[config.mk]
export PLATFORM = sky130hd
export DESIGN_NAME = vote_top
export DESIGN_NICKNAME = d
export VERILOG_FILES = /design/src/vote_pkg.sv /design/src/vote_top.sv /design/src/vote_apb_regs.sv /design/src/vote_sequencer.sv /design/src/vote_counter.sv /design/src/vote_lfsr.sv
export SDC_FILE = /design/constraint.sdc
export NUM_CORES = 1
export LEC_CHECK = 0
export ABC_AREA = 1
export BUFFER_PORTS_ARGS = -buffer_cell sky130_fd_sc_hd__buf_2
export CAP_MARGIN = 10
export CORE_ASPECT_RATIO = 0.7
export CORE_MARGIN = 2
export CORE_UTILIZATION = 60
export DETAILED_ROUTE_END_ITERATION = 6
export PLACE_DENSITY = 0.87
export SKIP_LAST_GASP = 1
export SYNTH_ARGS = -nofsm -noshare
export SYNTH_HDL_FRONTEND = slang
export SYNTH_SLANG_ARGS = --single-unit
[constraint.sdc]
create_clock -name clk -period 17.3 [get_ports clk]
set_input_delay 0 -clock clk [delete_from_list [all_inputs] [get_ports clk]]
set_output_delay 0 -clock clk [all_outputs]
set_load 0.01 [all_outputs]
[src/vote_pkg.sv]
`default_nettype none

package vote_pkg;

    // ensemble size and job length
    localparam int n_cores  = 4;
    localparam int job_bits = 32;

    // counter covers 255 rounds x 4 cores plus the tie preload
    localparam int sum_w  = 12;
    localparam int lfsr_w = 16;

    // per-core result bits and enable mask
    typedef logic [n_cores-1:0] core_vec_t;
    typedef logic [7:0]         rounds_t;
    typedef logic [lfsr_w-1:0]  seed_t;
    // two's complement, read as signed
    typedef logic [sum_w-1:0]   vote_sum_t;
    typedef logic [4:0]         bit_idx_t;
    typedef logic [7:0]         apb_addr_t;
    typedef logic [31:0]        word_t;

    // register offsets
    localparam apb_addr_t addr_ctrl    = 8'h00;
    localparam apb_addr_t addr_core_en = 8'h04;
    localparam apb_addr_t addr_seed    = 8'h08;
    localparam apb_addr_t addr_status  = 8'h0C;
    localparam apb_addr_t addr_result  = 8'h10;

    // job sequencer states
    typedef enum logic [1:0] {
        idle,
        clear,
        collect,
        store
    } seq_state_t;

endpackage

`default_nettype wire
[src/vote_top.sv]
`timescale 1ns/1ps
`default_nettype none

module vote_top (
    input  wire                      clk,
    input  wire                      rst,
    input  wire vote_pkg::apb_addr_t paddr,
    input  wire                      psel,
    input  wire                      penable,
    input  wire                      pwrite,
    input  wire vote_pkg::word_t     pwdata,
    output vote_pkg::word_t          prdata,
    output logic                     pready,
    output logic                     pslverr,
    input  wire vote_pkg::core_vec_t core_result,
    input  wire                      core_valid,
    output logic                     core_ready
);

    // configuration from the register block
    logic                start;
    vote_pkg::rounds_t   rounds;
    vote_pkg::core_vec_t core_en;
    vote_pkg::seed_t     seed;

    // sequencer controls
    logic clear;
    logic update;
    logic load;
    logic step;

    // datapath feedback
    logic tie_bit;
    logic sign_bit;

    // job status and result
    logic            busy;
    logic            done;
    vote_pkg::word_t result_word;
    logic            result_we;

    vote_apb_regs u_regs (
        .clk         (clk),
        .rst         (rst),
        .paddr       (paddr),
        .psel        (psel),
        .penable     (penable),
        .pwrite      (pwrite),
        .pwdata      (pwdata),
        .prdata      (prdata),
        .pready      (pready),
        .pslverr     (pslverr),
        .busy        (busy),
        .done        (done),
        .result_word (result_word),
        .result_we   (result_we),
        .start       (start),
        .rounds      (rounds),
        .core_en     (core_en),
        .seed        (seed)
    );

    vote_sequencer u_seq (
        .clk         (clk),
        .rst         (rst),
        .start       (start),
        .rounds      (rounds),
        .core_valid  (core_valid),
        .sign_bit    (sign_bit),
        .core_ready  (core_ready),
        .clear       (clear),
        .update      (update),
        .load        (load),
        .step        (step),
        .busy        (busy),
        .done        (done),
        .result_word (result_word),
        .result_we   (result_we)
    );

    vote_counter u_counter (
        .clk         (clk),
        .rst         (rst),
        .clear       (clear),
        .update      (update),
        .tie_bit     (tie_bit),
        .rounds      (rounds),
        .core_en     (core_en),
        .core_result (core_result),
        .sign_bit    (sign_bit)
    );

    vote_lfsr u_lfsr (
        .clk     (clk),
        .rst     (rst),
        .load    (load),
        .step    (step),
        .seed    (seed),
        .tie_bit (tie_bit)
    );

endmodule

`default_nettype wire

[src/vote_apb_regs.sv]
`timescale 1ns/1ps
`default_nettype none

module vote_apb_regs (
    input  wire                      clk,
    input  wire                      rst,
    input  wire vote_pkg::apb_addr_t paddr,
    input  wire                      psel,
    input  wire                      penable,
    input  wire                      pwrite,
    input  wire vote_pkg::word_t     pwdata,
    output vote_pkg::word_t          prdata,
    output logic                     pready,
    output logic                     pslverr,
    input  wire                      busy,
    input  wire                      done,
    input  wire vote_pkg::word_t     result_word,
    input  wire                      result_we,
    output logic                     start,
    output vote_pkg::rounds_t        rounds,
    output vote_pkg::core_vec_t      core_en,
    output vote_pkg::seed_t          seed
);

    vote_pkg::word_t result_q;
    logic            access;
    logic            sel_ctrl;
    logic            sel_core_en;
    logic            sel_seed;
    logic            sel_status;
    logic            sel_result;
    logic            mapped;
    logic            cfg_busy;
    logic            bad_start;
    logic            wr_ok;

    // no wait states
    assign pready = 1'b1;
    assign access = psel & penable;

    assign sel_ctrl    = (paddr == vote_pkg::addr_ctrl);
    assign sel_core_en = (paddr == vote_pkg::addr_core_en);
    assign sel_seed    = (paddr == vote_pkg::addr_seed);
    assign sel_status  = (paddr == vote_pkg::addr_status);
    assign sel_result  = (paddr == vote_pkg::addr_result);
    assign mapped = sel_ctrl | sel_core_en | sel_seed | sel_status | sel_result;

    // config frozen while a job runs, start included
    assign cfg_busy  = pwrite & busy & (sel_ctrl | sel_core_en | sel_seed);
    // start with zero rounds would never finish
    assign bad_start = pwrite & sel_ctrl & pwdata[0] & (pwdata[15:8] == 8'h00);

    assign pslverr = access & (~mapped | cfg_busy | bad_start);
    assign wr_ok   = access & pwrite & ~pslverr;

    always_ff @(posedge clk) begin
        if (rst) begin
            rounds  <= '0;
            core_en <= '0;
            seed    <= '0;
            start   <= 1'b0;
        end else begin
            // single-cycle pulse
            start <= wr_ok & sel_ctrl & pwdata[0];
            if (wr_ok & sel_ctrl) begin
                rounds <= pwdata[15:8];
            end
            if (wr_ok & sel_core_en) begin
                core_en <= pwdata[vote_pkg::n_cores-1:0];
            end
            if (wr_ok & sel_seed) begin
                seed <= pwdata[vote_pkg::lfsr_w-1:0];
            end
        end
    end

    // result is read-only from the bus side
    always_ff @(posedge clk) begin
        if (rst) begin
            result_q <= '0;
        end else if (result_we) begin
            result_q <= result_word;
        end
    end

    // read mux, start bit reads back as zero
    always_comb begin
        prdata = '0;
        if (sel_ctrl) begin
            prdata[15:8] = rounds;
        end else if (sel_core_en) begin
            prdata[vote_pkg::n_cores-1:0] = core_en;
        end else if (sel_seed) begin
            prdata[vote_pkg::lfsr_w-1:0] = seed;
        end else if (sel_status) begin
            prdata[1:0] = {done, busy};
        end else if (sel_result) begin
            prdata = result_q;
        end
    end

endmodule

`default_nettype wire

[src/vote_sequencer.sv]
`timescale 1ns/1ps
`default_nettype none

module vote_sequencer (
    input  wire                  clk,
    input  wire                  rst,
    input  wire                  start,
    input  wire vote_pkg::rounds_t rounds,
    input  wire                  core_valid,
    input  wire                  sign_bit,
    output logic                 core_ready,
    output logic                 clear,
    output logic                 update,
    output logic                 load,
    output logic                 step,
    output logic                 busy,
    output logic                 done,
    output vote_pkg::word_t      result_word,
    output logic                 result_we
);

    vote_pkg::seq_state_t state;
    vote_pkg::rounds_t    round_cnt;
    vote_pkg::bit_idx_t   bit_idx;
    vote_pkg::word_t      result_q;
    vote_pkg::word_t      result_next;
    logic                 last_round;
    logic                 last_bit;

    // handshake only open while collecting
    assign core_ready = (state == vote_pkg::collect);
    assign update     = core_ready & core_valid;

    // one preload and one lfsr advance per output bit
    assign clear = (state == vote_pkg::clear);
    assign step  = clear;

    // seed goes in as the job leaves idle
    assign load = (state == vote_pkg::idle) & start;

    assign busy      = (state != vote_pkg::idle);
    assign result_we = (state == vote_pkg::store);

    assign last_round = (round_cnt == rounds - vote_pkg::rounds_t'(1));
    assign last_bit   = (bit_idx == vote_pkg::bit_idx_t'(vote_pkg::job_bits - 1));

    // majority bit merged in so the store edge sees the full word
    always_comb begin
        result_next = result_q;
        result_next[bit_idx] = ~sign_bit;
    end

    assign result_word = result_next;

    always_ff @(posedge clk) begin
        if (rst) begin
            state     <= vote_pkg::idle;
            round_cnt <= '0;
            bit_idx   <= '0;
            done      <= 1'b0;
        end else begin
            case (state)
                vote_pkg::idle: begin
                    if (start) begin
                        state   <= vote_pkg::clear;
                        bit_idx <= '0;
                        done    <= 1'b0;
                    end
                end
                vote_pkg::clear: begin
                    round_cnt <= '0;
                    state     <= vote_pkg::collect;
                end
                vote_pkg::collect: begin
                    // edge accepting the last round ends collect
                    if (update) begin
                        if (last_round) begin
                            state <= vote_pkg::store;
                        end else begin
                            round_cnt <= round_cnt + vote_pkg::rounds_t'(1);
                        end
                    end
                end
                vote_pkg::store: begin
                    bit_idx <= bit_idx + vote_pkg::bit_idx_t'(1);
                    if (last_bit) begin
                        state <= vote_pkg::idle;
                        done  <= 1'b1;
                    end else begin
                        state <= vote_pkg::clear;
                    end
                end
                default: begin
                    state <= vote_pkg::idle;
                end
            endcase
        end
    end

    // result bits, wiped at job start
    always_ff @(posedge clk) begin
        if (rst) begin
            result_q <= '0;
        end else if (load) begin
            result_q <= '0;
        end else if (result_we) begin
            result_q <= result_next;
        end
    end

endmodule

`default_nettype wire

[src/vote_counter.sv]
`timescale 1ns/1ps
`default_nettype none

module vote_counter (
    input  wire                    clk,
    input  wire                    rst,
    input  wire                    clear,
    input  wire                    update,
    input  wire                    tie_bit,
    input  wire vote_pkg::rounds_t   rounds,
    input  wire vote_pkg::core_vec_t core_en,
    input  wire vote_pkg::core_vec_t core_result,
    output logic                   sign_bit
);

    vote_pkg::vote_sum_t sum;
    vote_pkg::vote_sum_t preload;
    vote_pkg::vote_sum_t delta;
    logic                odd_votes;

    // rounds x popcount is odd only if both factors are odd
    assign odd_votes = rounds[0] & (^core_en);

    // even count gets +1/-1 so the sum never lands on zero
    always_comb begin
        if (odd_votes) begin
            preload = '0;
        end else if (tie_bit) begin
            preload = '1;
        end else begin
            preload = vote_pkg::vote_sum_t'(1);
        end
    end

    // per-core select: +1 for a one, -1 for a zero, 0 when disabled
    always_comb begin
        delta = '0;
        for (int i = 0; i < vote_pkg::n_cores; i++) begin
            if (core_en[i]) begin
                if (core_result[i]) begin
                    delta = delta + vote_pkg::vote_sum_t'(1);
                end else begin
                    delta = delta - vote_pkg::vote_sum_t'(1);
                end
            end
        end
    end

    always_ff @(posedge clk) begin
        if (rst) begin
            sum <= '0;
        end else if (clear) begin
            sum <= preload;
        end else if (update) begin
            sum <= sum + delta;
        end
    end

    // negative sum means zeros won
    assign sign_bit = sum[vote_pkg::sum_w-1];

endmodule

`default_nettype wire

[src/vote_lfsr.sv]
`timescale 1ns/1ps
`default_nettype none

module vote_lfsr (
    input  wire               clk,
    input  wire               rst,
    input  wire               load,
    input  wire               step,
    input  wire vote_pkg::seed_t seed,
    output logic              tie_bit
);

    vote_pkg::seed_t state;
    vote_pkg::seed_t state_next;

    // galois form, taps x^16+x^14+x^13+x^11
    always_comb begin
        state_next = state >> 1;
        if (state[0]) begin
            state_next = state_next ^ 16'hB400;
        end
    end

    always_ff @(posedge clk) begin
        if (rst) begin
            // zero until first load
            state <= '0;
        end else if (load) begin
            // all-zero state would lock up
            state <= (seed == '0) ? vote_pkg::seed_t'(1) : seed;
        end else if (step) begin
            state <= state_next;
        end
    end

    // taken from the advanced state so it is valid in the step cycle
    assign tie_bit = state_next[0];

endmodule

`default_nettype wire

# Word-level counts from Yosys, hierarchy flattened

Cells that the tools add are included.

$add $sub $neg: 10
Magnitude comparators: 2
Eq/ne operators: 14
Muxes and demuxes: 46
Bitwise operators: 26
Reduce and logical (&&, ||, !) cells: 16

Operator list:

| cell                                                | number |
|---|---|
| 2-to-1 mux 32 bit                                   | 5 |
| 2-to-1 mux 12 bit                                   | 12 |
| 2-to-1 mux 16 bit                                   | 7 |
| adder 12 x 1 -> 12 bit, second input constant       | 3 |
| subtractor 12 x 1 -> 12 bit, second input constant  | 3 |
| bitwise mux 32 bit                                  | 1 |
| 2-to-1 mux 8 bit                                    | 4 |
| 2-to-1 mux 30 bit                                   | 1 |
| 2-to-1 mux 28 bit                                   | 1 |
| AND 1 bit                                           | 16 |
| equality test 8 x 4 -> 1 bit, second input constant | 2 |
| logical NOT 16 bit                                  | 1 |
| logical NOT 8 bit                                   | 2 |
| case mux 8 bit (2 select lines)                     | 1 |
| adder 12 bit                                        | 1 |
| case mux 5 bit (2 select lines)                     | 1 |
| nonzero test 2 bit                                  | 5 |
| AND reduction 3 bit                                 | 3 |
| adder 8 x 1 -> 8 bit, second input constant         | 1 |
| equality test 8 x 3 -> 1 bit, second input constant | 1 |
| equality test 8 x 5 -> 1 bit, second input constant | 1 |
| equality test 8 bit                                 | 1 |
| 2-to-1 mux 2 bit                                    | 4 |
| case mux 2 bit (4 select lines)                     | 1 |
| other kinds (22)                                    | 36 |

Flip-flop bits (word level): 137
Output and inout port bits: 35
Logic and storage cells: 126

# Depth between registers and ports, before layout

Gate-level depths: netlist of run 1.

Word-level depth: 14
Depth in mapped cells: 37
Gate-level depth less buffers: 36

# By module

Synthesis of run 1 repeated with hierarchy kept, for this count alone.

Cell total of the unflattened synthesis: 1344
Area total of the unflattened synthesis: 8929.8 µm²

By module, submodules not included:

| module         | instances | cells an instance | area each (µm²) | seq. area each (µm²) |
|---|---|---|---|---|
| vote_apb_regs  | 1         | 427               | 2989.1          | 1221.2 |
| vote_sequencer | 1         | 463               | 2940.3          | 960.9 |
| vote_counter   | 1         | 345               | 2210.9          | 240.2 |
| vote_lfsr      | 1         | 109               | 789.5           | 320.3 |

# Least setup slack after synthesis of run 1

OpenSTA, ideal clock, no wires.

Path type: reg-to-reg
From: reg u_regs.core_en[0]
To: reg u_counter.sum[10]
Library setup time: 0.120 ns
Data arrival time: 5.308 ns
Data required time: 17.180 ns
Slack: 11.872 ns
Cell stages (with the launch flop): 37
Path through: dfxtp_1 > inv_1 > nor2_1 > fa_1 > inv_1 > fa_1 > inv_1 > fa_1 > or2_2 > nand2_1 > inv_1 > ha_1 > clkbuf_1 > inv_1 > o21ai_1 > a31oi_1 > nand2_1 > a21oi_1 > ha_1 > nand2_1 > inv_1 > nand2_1 > nand2_1 > a31oi_1 > nor2_1 > nor2_1 > xnor2_1 > nand2_1 > nand2_1 > ha_1 > nand2_1 > nor2_1 > nand3_1 > o2111ai_1 > or2_2 > nand3_1 > a21oi_1

Cells in the longest elaborated chain, start to end: 13

Ends and longest elaborated chain:

| what                                                                  | RTL line                               | text |
|---|---|---|
| start: declaration                                                    | vote_apb_regs.sv:21                    | `output vote_pkg::core_vec_t core_en,` |
| start signal: assignment                                              | vote_apb_regs.sv:69                    | `core_en <= pwdata[vote_pkg::n_cores-1:0];` |
| 2-to-1 mux 12 bit                                                     | vote_counter.sv:39                     | `if (core_en[i]) begin` |
| subtractor 12 x 1 -> 12 bit or adder 12 x 1 -> 12 bit (tied branches) | vote_counter.sv:43, vote_counter.sv:41 |  |
| 2-to-1 mux 12 bit                                                     | vote_counter.sv:40                     | `if (core_result[i]) begin` |
| 2-to-1 mux 12 bit                                                     | vote_counter.sv:39                     |  |
| subtractor 12 x 1 -> 12 bit or adder 12 x 1 -> 12 bit (tied branches) | vote_counter.sv:43, vote_counter.sv:41 |  |
| 2-to-1 mux 12 bit                                                     | vote_counter.sv:40                     |  |
| 2-to-1 mux 12 bit                                                     | vote_counter.sv:39                     |  |
| subtractor 12 x 1 -> 12 bit or adder 12 x 1 -> 12 bit (tied branches) | vote_counter.sv:43, vote_counter.sv:41 |  |
| 2-to-1 mux 12 bit                                                     | vote_counter.sv:40                     |  |
| 2-to-1 mux 12 bit                                                     | vote_counter.sv:39                     |  |
| adder 12 bit                                                          | vote_counter.sv:55                     | `sum <= sum + delta;` |
| 2-to-1 mux 12 bit                                                     | vote_counter.sv:54                     | `end else if (update) begin` |
| 2-to-1 mux 12 bit (*)                                                 | vote_counter.sv:52                     | `end else if (clear) begin` |
| end signal: assignment                                                | vote_counter.sv:53                     | `sum <= preload;` |
| end signal: assignment                                                | vote_counter.sv:55                     |  |
| end: declaration                                                      | vote_counter.sv:16                     | `vote_pkg::vote_sum_t sum;` |

Mark *: on every way between the ends. The rest lies on a longest branch, timed or not. The select of a mux whose other input is x is not followed.
A chain may end at the register's enable or synchronous reset.

# Worst setup path in the final report of run 1

From: reg u_regs.core_en[0]
To: reg u_counter.sum[11]

The elaborated chain is that of the path after synthesis.

==> impl_metrics.tcl, run 1 <==
set metrics [dict create \
    status "complete, no violations" \
    synth_cells 1164 \
    area_growth_pct 13.6 \
    ys_seq_area_share_pct 33.6 \
    fin_util_pct 70.1 \
    finalWirelength_um 21600 \
    setup_viol 0 \
    dr.pass1.iters 6 \
    r2r_cells 36 \
    syn_area_um2 8160 \
    critPathSlowestCell "fa_1" \
    async_flop_share_pct 0 \
    rsz0062_at_grt "false" \
    synth_edf_count 0 \
    cts_tree "done" \
    path_class "reg2reg" \
    critPathLaunchType "flop" \
    critPathMaxFanout 8 \
    hpwlAfterDp_um 14800 \
    min_period_over_period_pct 36.9 \
    crit_cells 36 \
    drc 0 \
    finalHoldViolations 0 \
    whs_path_depth 4 \
    rows 35 \
    cts_root_buffer "clkbuf_16" \
    grt_antenna_before_repair 0 \
    holdPathEnd "u_counter.sum[0]$_SDFFE_PP0P_" \
    gr-total-overflow 0 \
    synth.net_count 1258 \
    min_path_type "in2reg" \
    cpPeakStageDelay_ps 430 \
    reg2reg_to "u_counter.sum[11]$_SDFFE_PP0P_" \
    synth_fa_ha_area_share_pct 7.49 \
    slew_violations 0 \
    track_usage_pct 30.7 \
    post_cts_buffers 0 \
    synthTopCellsByArea "dfxtp_1 34%, nand2_1 10%, a21oi_1 9.4%, inv_1 6.6%, ha_1 5.5%" \
    synth_most_common_cell "nand2_1" \
    cts_buffers 17 \
    ff2ff_setup_slack_ps 10920 \
    synth-main-ff-cell "dfxtp_1" \
    synth_simple_gate_area_share_pct 22.4 \
    clock_sinks 137 \
    drtIter0Drc 719 \
    core-area_um2 13200 \
    synthXorXnorAreaFrac_pct 3.65 \
    ios 85 \
    fmax_mhz 157 \
    die-area_um2 14600 \
    synth_cell_types 50 \
    clkLatencyLatePin_ps 430 \
    crit_path_end_kind "flop" \
    worstMarginPinSlew_ps 1050 \
    cp.arrival_ps 6680 \
    fin_skew_ps 16.4 \
    powerDensity_nw_per_um2 95.7 \
    slew-limit-headroom_pct 30.1 \
    die_w_um 143 \
    synth.area.mux_share_pct 0 \
    leakagePower_nw 3.78 \
    grt_pass1_wl_um 35700 \
    drv_cap 0 \
    cp.required_ps 17600 \
    io_buffers 67 \
    fin_setup_tns_ps 0 \
    vias 8111 \
    hold_slack_ps 137 \
    critical_path_buf_inv_count 7 \
    fin_nets 1315 \
    synth_compound_area_share_pct 23.1 \
    clk_pin_slew_ps 60 \
    r2r-start "u_regs.core_en[0]$_SDFFE_PP0P_" \
    synth_commonest_cells "226 x nand2_1, 154 x a21oi_1, 144 x inv_1" \
    synth_largest_area_cell "dfxtp_1" \
    n_antenna_cell 0 \
    period_needed_ps 6380 \
    yosys_warnings 0 \
    drive_above_1_share_pct 11.0 \
    viasPerCell 5.72 \
    synth_top_family_by_area "compound AO/OA/AOI/OAI gates" \
    routabilityCongestion 0.967 \
    fillers 1064 \
    vdd_drop_max_uv 85.3 \
    wire_per_inst_um 15.2 \
    grt_max_degree 62 \
    dieHeight_um 102 \
    grt_pass1_vias 7289 \
    cts_htree_levels 4 \
    clock_path_buffers 2 \
    worstHoldStart "core_valid" \
    ys_ff_latch 137 \
    avgSynthCellArea_um2 7.01 \
    synth_top_area_share_pct 33.6 \
    cp_top_family "adder cells" \
    start_util_pct 61.7 \
    postRouteAntennaNets 0 \
    path_common_cell "nand2_1" \
]
## power by group
group          switching (W)  total, W  internal (W)  leakage (nW)
Sequential         0.0000211  0.000365      0.000344          1.11
Combinational       0.000106  0.000161     0.0000549          2.39
Clock               0.000157  0.000361      0.000204         0.276
Total               0.000284  0.000887      0.000603          3.78
## how the worst max path moves through the flow
stage                                   startpoint                        endpoint
finish              u_regs.core_en[0]$_SDFFE_PP0P_  u_counter.sum[11]$_SDFFE_PP0P_
CTS                 u_regs.core_en[0]$_SDFFE_PP0P_  u_counter.sum[11]$_SDFFE_PP0P_
detailed placement  u_regs.core_en[0]$_SDFFE_PP0P_  u_counter.sum[11]$_SDFFE_PP0P_
global route        u_regs.core_en[0]$_SDFFE_PP0P_  u_counter.sum[11]$_SDFFE_PP0P_
global placement    u_regs.core_en[0]$_SDFFE_PP0P_  u_counter.sum[11]$_SDFFE_PP0P_
floorplan           u_regs.core_en[0]$_SDFFE_PP0P_  u_counter.sum[10]$_SDFFE_PP0P_
## metrics by stage
step	instance area [um^2]	setup WS (ps)	power, W	std cells
CTS	9270	11080	0.000883	1419
global route	9270	10380	0.000925	1419
global placement	8530	11280	0.000518	1371
detailed placement	8530	11120	0.000523	1371
floorplan	8160	11870	0.000483	1164
finish	9270	10920	0.000887	1419
## what timing repair did
item,4_1_cts,5_1_grt
gates resized for setup,0,0
hold endpoints to repair,29,0
hold buffers,16,0
## kinds of logic (layout without fill, tap and decap cells)
family / Yosys count / count (layout)
AOI/OAI and AO/OA: 325 / 325
xor gates and xnor gates: 34 / 34
adders and majority gates: 44 / 44
buffers and inverters: 198 / 268
DFF: 137 / 137
other: 1 / 1
and+or+nand+nor: 425 / 425
## layout make-up
type	count	area (um^2)	share of cell area, %
Clock buffer	18	429	4.63
Clock inverter	14	150	1.62
Inverter	149	559	6.04
Multi-Input combinational cell	829	4630	49.9
Sequential cell	137	2740	29.6
Tap cell	185	231	2.50
Timing Repair Buffer	87	526	5.67
## worst min-delay path: stages
cell	delay (ps)
buf_2	130
nand2_1	150
o21ai_0	100
a21oi_1	140
## layout by cell type, fill, tap and decap left out, types with 2 or more instances in the layout
| cell type | n |
|---|---|
| or2_2 | 4 |
| clkinvlp_4 | 3 |
| a31oi_1 | 2 |
| o21ai_0 | 71 |
| inv_1 | 144 |
| buf_2 | 67 |
| dfxtp_1 | 137 |
| o2111ai_1 | 2 |
| a21oi_1 | 154 |
| inv_2 | 2 |
| nor3_4 | 2 |
| a221oi_1 | 2 |
| a211oi_1 | 4 |
| nand3_1 | 43 |
| fa_1 | 8 |
| o22ai_1 | 5 |
| o211ai_1 | 23 |
| inv_8 | 4 |
| a22oi_1 | 2 |
| nor3_1 | 18 |
| nand3b_1 | 3 |
| a21oi_2 | 15 |
| inv_6 | 5 |
| ha_1 | 36 |
| nand2_1 | 226 |
| o21ai_1 | 15 |
| xor2_1 | 19 |
| clkinv_1 | 3 |
| xnor2_1 | 15 |
| nor2_1 | 104 |
| clkbuf_16 | 17 |
| nand4_1 | 8 |
| nand3_2 | 2 |
| dlygate4sd3_1 | 16 |
| nand2_2 | 3 |
| nor4_1 | 6 |
| o221ai_1 | 24 |
| buf_4 | 4 |
## registers in the layout, indices dropped and copies added, names as in the netlist
name and flops:
u_regs.result_q 32, u_regs.start 1, u_lfsr.state 16, u_seq.done 1, u_counter.sum 12, u_regs.core_en 4
u_seq.bit_idx 5, u_seq.state 2, u_seq.result_q 32, u_seq.round_cnt 8, u_regs.seed 16, u_regs.rounds 8
## routing by layer
layer	part of all wire [%]	up-vias	GRT usage [%]
met4	2.1	0	11.1
li1	-	4017	-
met3	7.6	50	5.82
met5	0	-	0
met1	46	3716	43.4
met2	44	328	47.1
Note: power is estimated with default switching activity, not from simulation.
==> inputs of run 2 (changes only) <==
==> constraint.sdc (replaced) <==
create_clock -name clk -period 6.23 [get_ports clk]
set_input_delay 0 -clock clk [delete_from_list [all_inputs] [get_ports clk]]
set_output_delay 0 -clock clk [all_outputs]
set_load 0.01 [all_outputs]
==> impl_metrics.tcl, run 2 (synthesized netlist as in run 1, its figures left out) <==
set metrics [dict create \
    grt_pass1_vias 7123 \
    grt_antenna_before_repair 1 \
    clock_sinks 137 \
    finalWirelength_um 21600 \
    core-area_um2 13200 \
    min_path_type "in2reg" \
    rsz0062_at_grt "false" \
    slew-limit-headroom_pct 28.5 \
    cts_root_buffer "clkbuf_16" \
    powerDensity_nw_per_um2 261 \
    grt_pass1_wl_um 34700 \
    clk_pin_slew_ps 60 \
    die-area_um2 14600 \
    critPathLaunchType "flop" \
    area_growth_pct 13.6 \
    io_buffers 67 \
    grt_max_degree 66 \
    pwr-share-clk_pct 39.7 \
    die_w_um 143 \
    whs_path_depth 5 \
    worstMarginPinSlew_ps 1070 \
    share_comb_of_total_power_pct 18.5 \
    setup_viol 0 \
    r2r_cells 35 \
    viasPerCell 5.76 \
    final_common_cell "nand2_1" \
    fin_nets 1315 \
    stdcell_area_um2 9270 \
    final_cell_mix "226 x nand2_1, 154 x a21oi_1, 143 x inv_1" \
    start_util_pct 61.7 \
    reg2reg_to "u_counter.sum[11]$_SDFFE_PP0P_" \
    vias 8180 \
    critPathSlowestCell "fa_1" \
    holdPathEnd "u_seq.state[1]$_SDFFE_PP0P_" \
    slew_violations 0 \
    clock_path_buffers 2 \
    dieHeight_um 102 \
    postRouteAntennaNets 0 \
    min_period_over_period_pct 93.1 \
    fillers 1056 \
    routabilityCongestion 0.930 \
    worstHoldStart "core_valid" \
    fin_util_pct 70.1 \
    internal-power_w 0.00163 \
    power_switching_w 0.000789 \
    swShare_pct 32.6 \
    cts_buffers 17 \
    share_seq_of_total_power_pct 41.8 \
    gr-total-overflow 0 \
    post_cts_buffers 0 \
    vdd_drop_max_uv 224 \
    hpwlAfterDp_um 14800 \
    cts_tree "done" \
    dr.pass1.iters 6 \
    crit_path_end_kind "flop" \
    hold_slack_ps 125 \
    drive_above_1_share_pct 11.4 \
    period_needed_ps 5800 \
    ios 85 \
    r2r-start "u_regs.core_en[0]$_SDFFE_PP0P_" \
    wire_per_inst_um 15.2 \
    drtIter0Drc 728 \
    placed_area_um2 8530 \
    fmax_mhz 172 \
    drc 0 \
    cts_htree_levels 4 \
    path_class "reg2reg" \
    reg_top3 "u_regs.result_q: 32 flops, u_seq.result_q: 32 flops" \
    cpPeakStageDelay_ps 410 \
    track_usage_pct 29.7 \
    status "complete, no violations" \
    fin_skew_ps 14.4 \
    drv_cap 0 \
    fin_setup_tns_ps 0 \
    cp.required_ps 6520 \
    leakagePower_nw 3.77 \
    clkLatencyLatePin_ps 430 \
    finalHoldViolations 0 \
    rows 35 \
    critPathMaxFanout 8 \
    ff2ff_setup_slack_ps 430 \
    cp.arrival_ps 6090 \
]
run 2: cell count changes in the layout (fill, tap and decap cells not counted), sizes merged:
cell / previous run / this run
clkbuf: 18 / 17
diode: 0 / 1
bufinv: 1 / 0
clkinv: 4 / 6
inv: 155 / 156
clkinvlp: 3 / 2
run 2: per-stage QoR:
stage	setup slack, ps	cells	power, W
after detailed placement	184	1371	0.00145
final	431	1420	0.00242
after global placement	448	1371	0.00144
after floorplan	802	1164	0.00134
after CTS	161	1419	0.00241
after global routing	23.3	1420	0.00252
run 2: cell type report:
cell class	count	area (um^2)	area share, %
Timing Repair Buffer	87	526	5.67
Multi-Input combinational cell	829	4650	50.2
Inverter	149	562	6.06
Clock inverter	15	126	1.36
Antenna cell	1	2.50	0.0270
Tap cell	185	231	2.50
Clock buffer	17	425	4.59
Sequential cell	137	2740	29.6
run 2: per-layer routing:
| metal | up-vias | GRT usage [%] | routed length, um |
|---|---|---|---|
| met5 | - | 0 | 0 |
| met4 | 0 | 11.0 | 500 |
| met3 | 48 | 5.39 | 1560 |
| met2 | 343 | 45.9 | 9590 |
| met1 | 3757 | 41.7 | 9910 |
| li1 | 4032 | - | - |
run 2: what timing repair did:
action | 4_1_cts | 5_1_grt
hold endpoints to repair | 29 | 0
hold buffers | 16 | 0
endpoints found under the setup margin | 0 | 3
resized for setup | 0 | 7
run 2: worst max path at each step:
stage                                               from                             end  cells past startpoint
after floorplan           u_regs.core_en[0]$_SDFFE_PP0P_  u_counter.sum[10]$_SDFFE_PP0P_                     36
after global placement    u_regs.core_en[0]$_SDFFE_PP0P_  u_counter.sum[11]$_SDFFE_PP0P_                     35
after detailed placement  u_regs.core_en[0]$_SDFFE_PP0P_  u_counter.sum[11]$_SDFFE_PP0P_                     35
after CTS                 u_regs.core_en[0]$_SDFFE_PP0P_  u_counter.sum[11]$_SDFFE_PP0P_                     35
after global routing      u_regs.core_en[0]$_SDFFE_PP0P_  u_counter.sum[11]$_SDFFE_PP0P_                     35
final                     u_regs.core_en[0]$_SDFFE_PP0P_  u_counter.sum[11]$_SDFFE_PP0P_                     35
run 2: power groups by stage:
stage | combinational (W) | clock, W | sequential [W]
after floorplan | 0.000329 | 0 | 0.00101
after global placement | 0.000411 | 0 | 0.00103
after detailed placement | 0.000425 | 0 | 0.00103
after CTS | 0.000437 | 0.000963 | 0.00101
after global routing | 0.000496 | 0.00101 | 0.00102
final | 0.000447 | 0.000962 | 0.00101
run 2: worst max-delay path, delay by kind of cell, from the launching register on:
family | cells | cell delay (ps)
fa+ha+maj | 6 | 1900
simple gates | 13 | 1420
compound gates | 8 | 1180
buf+inv | 7 | 610
flops | 1 | 390
xor+xnor | 1 | 150
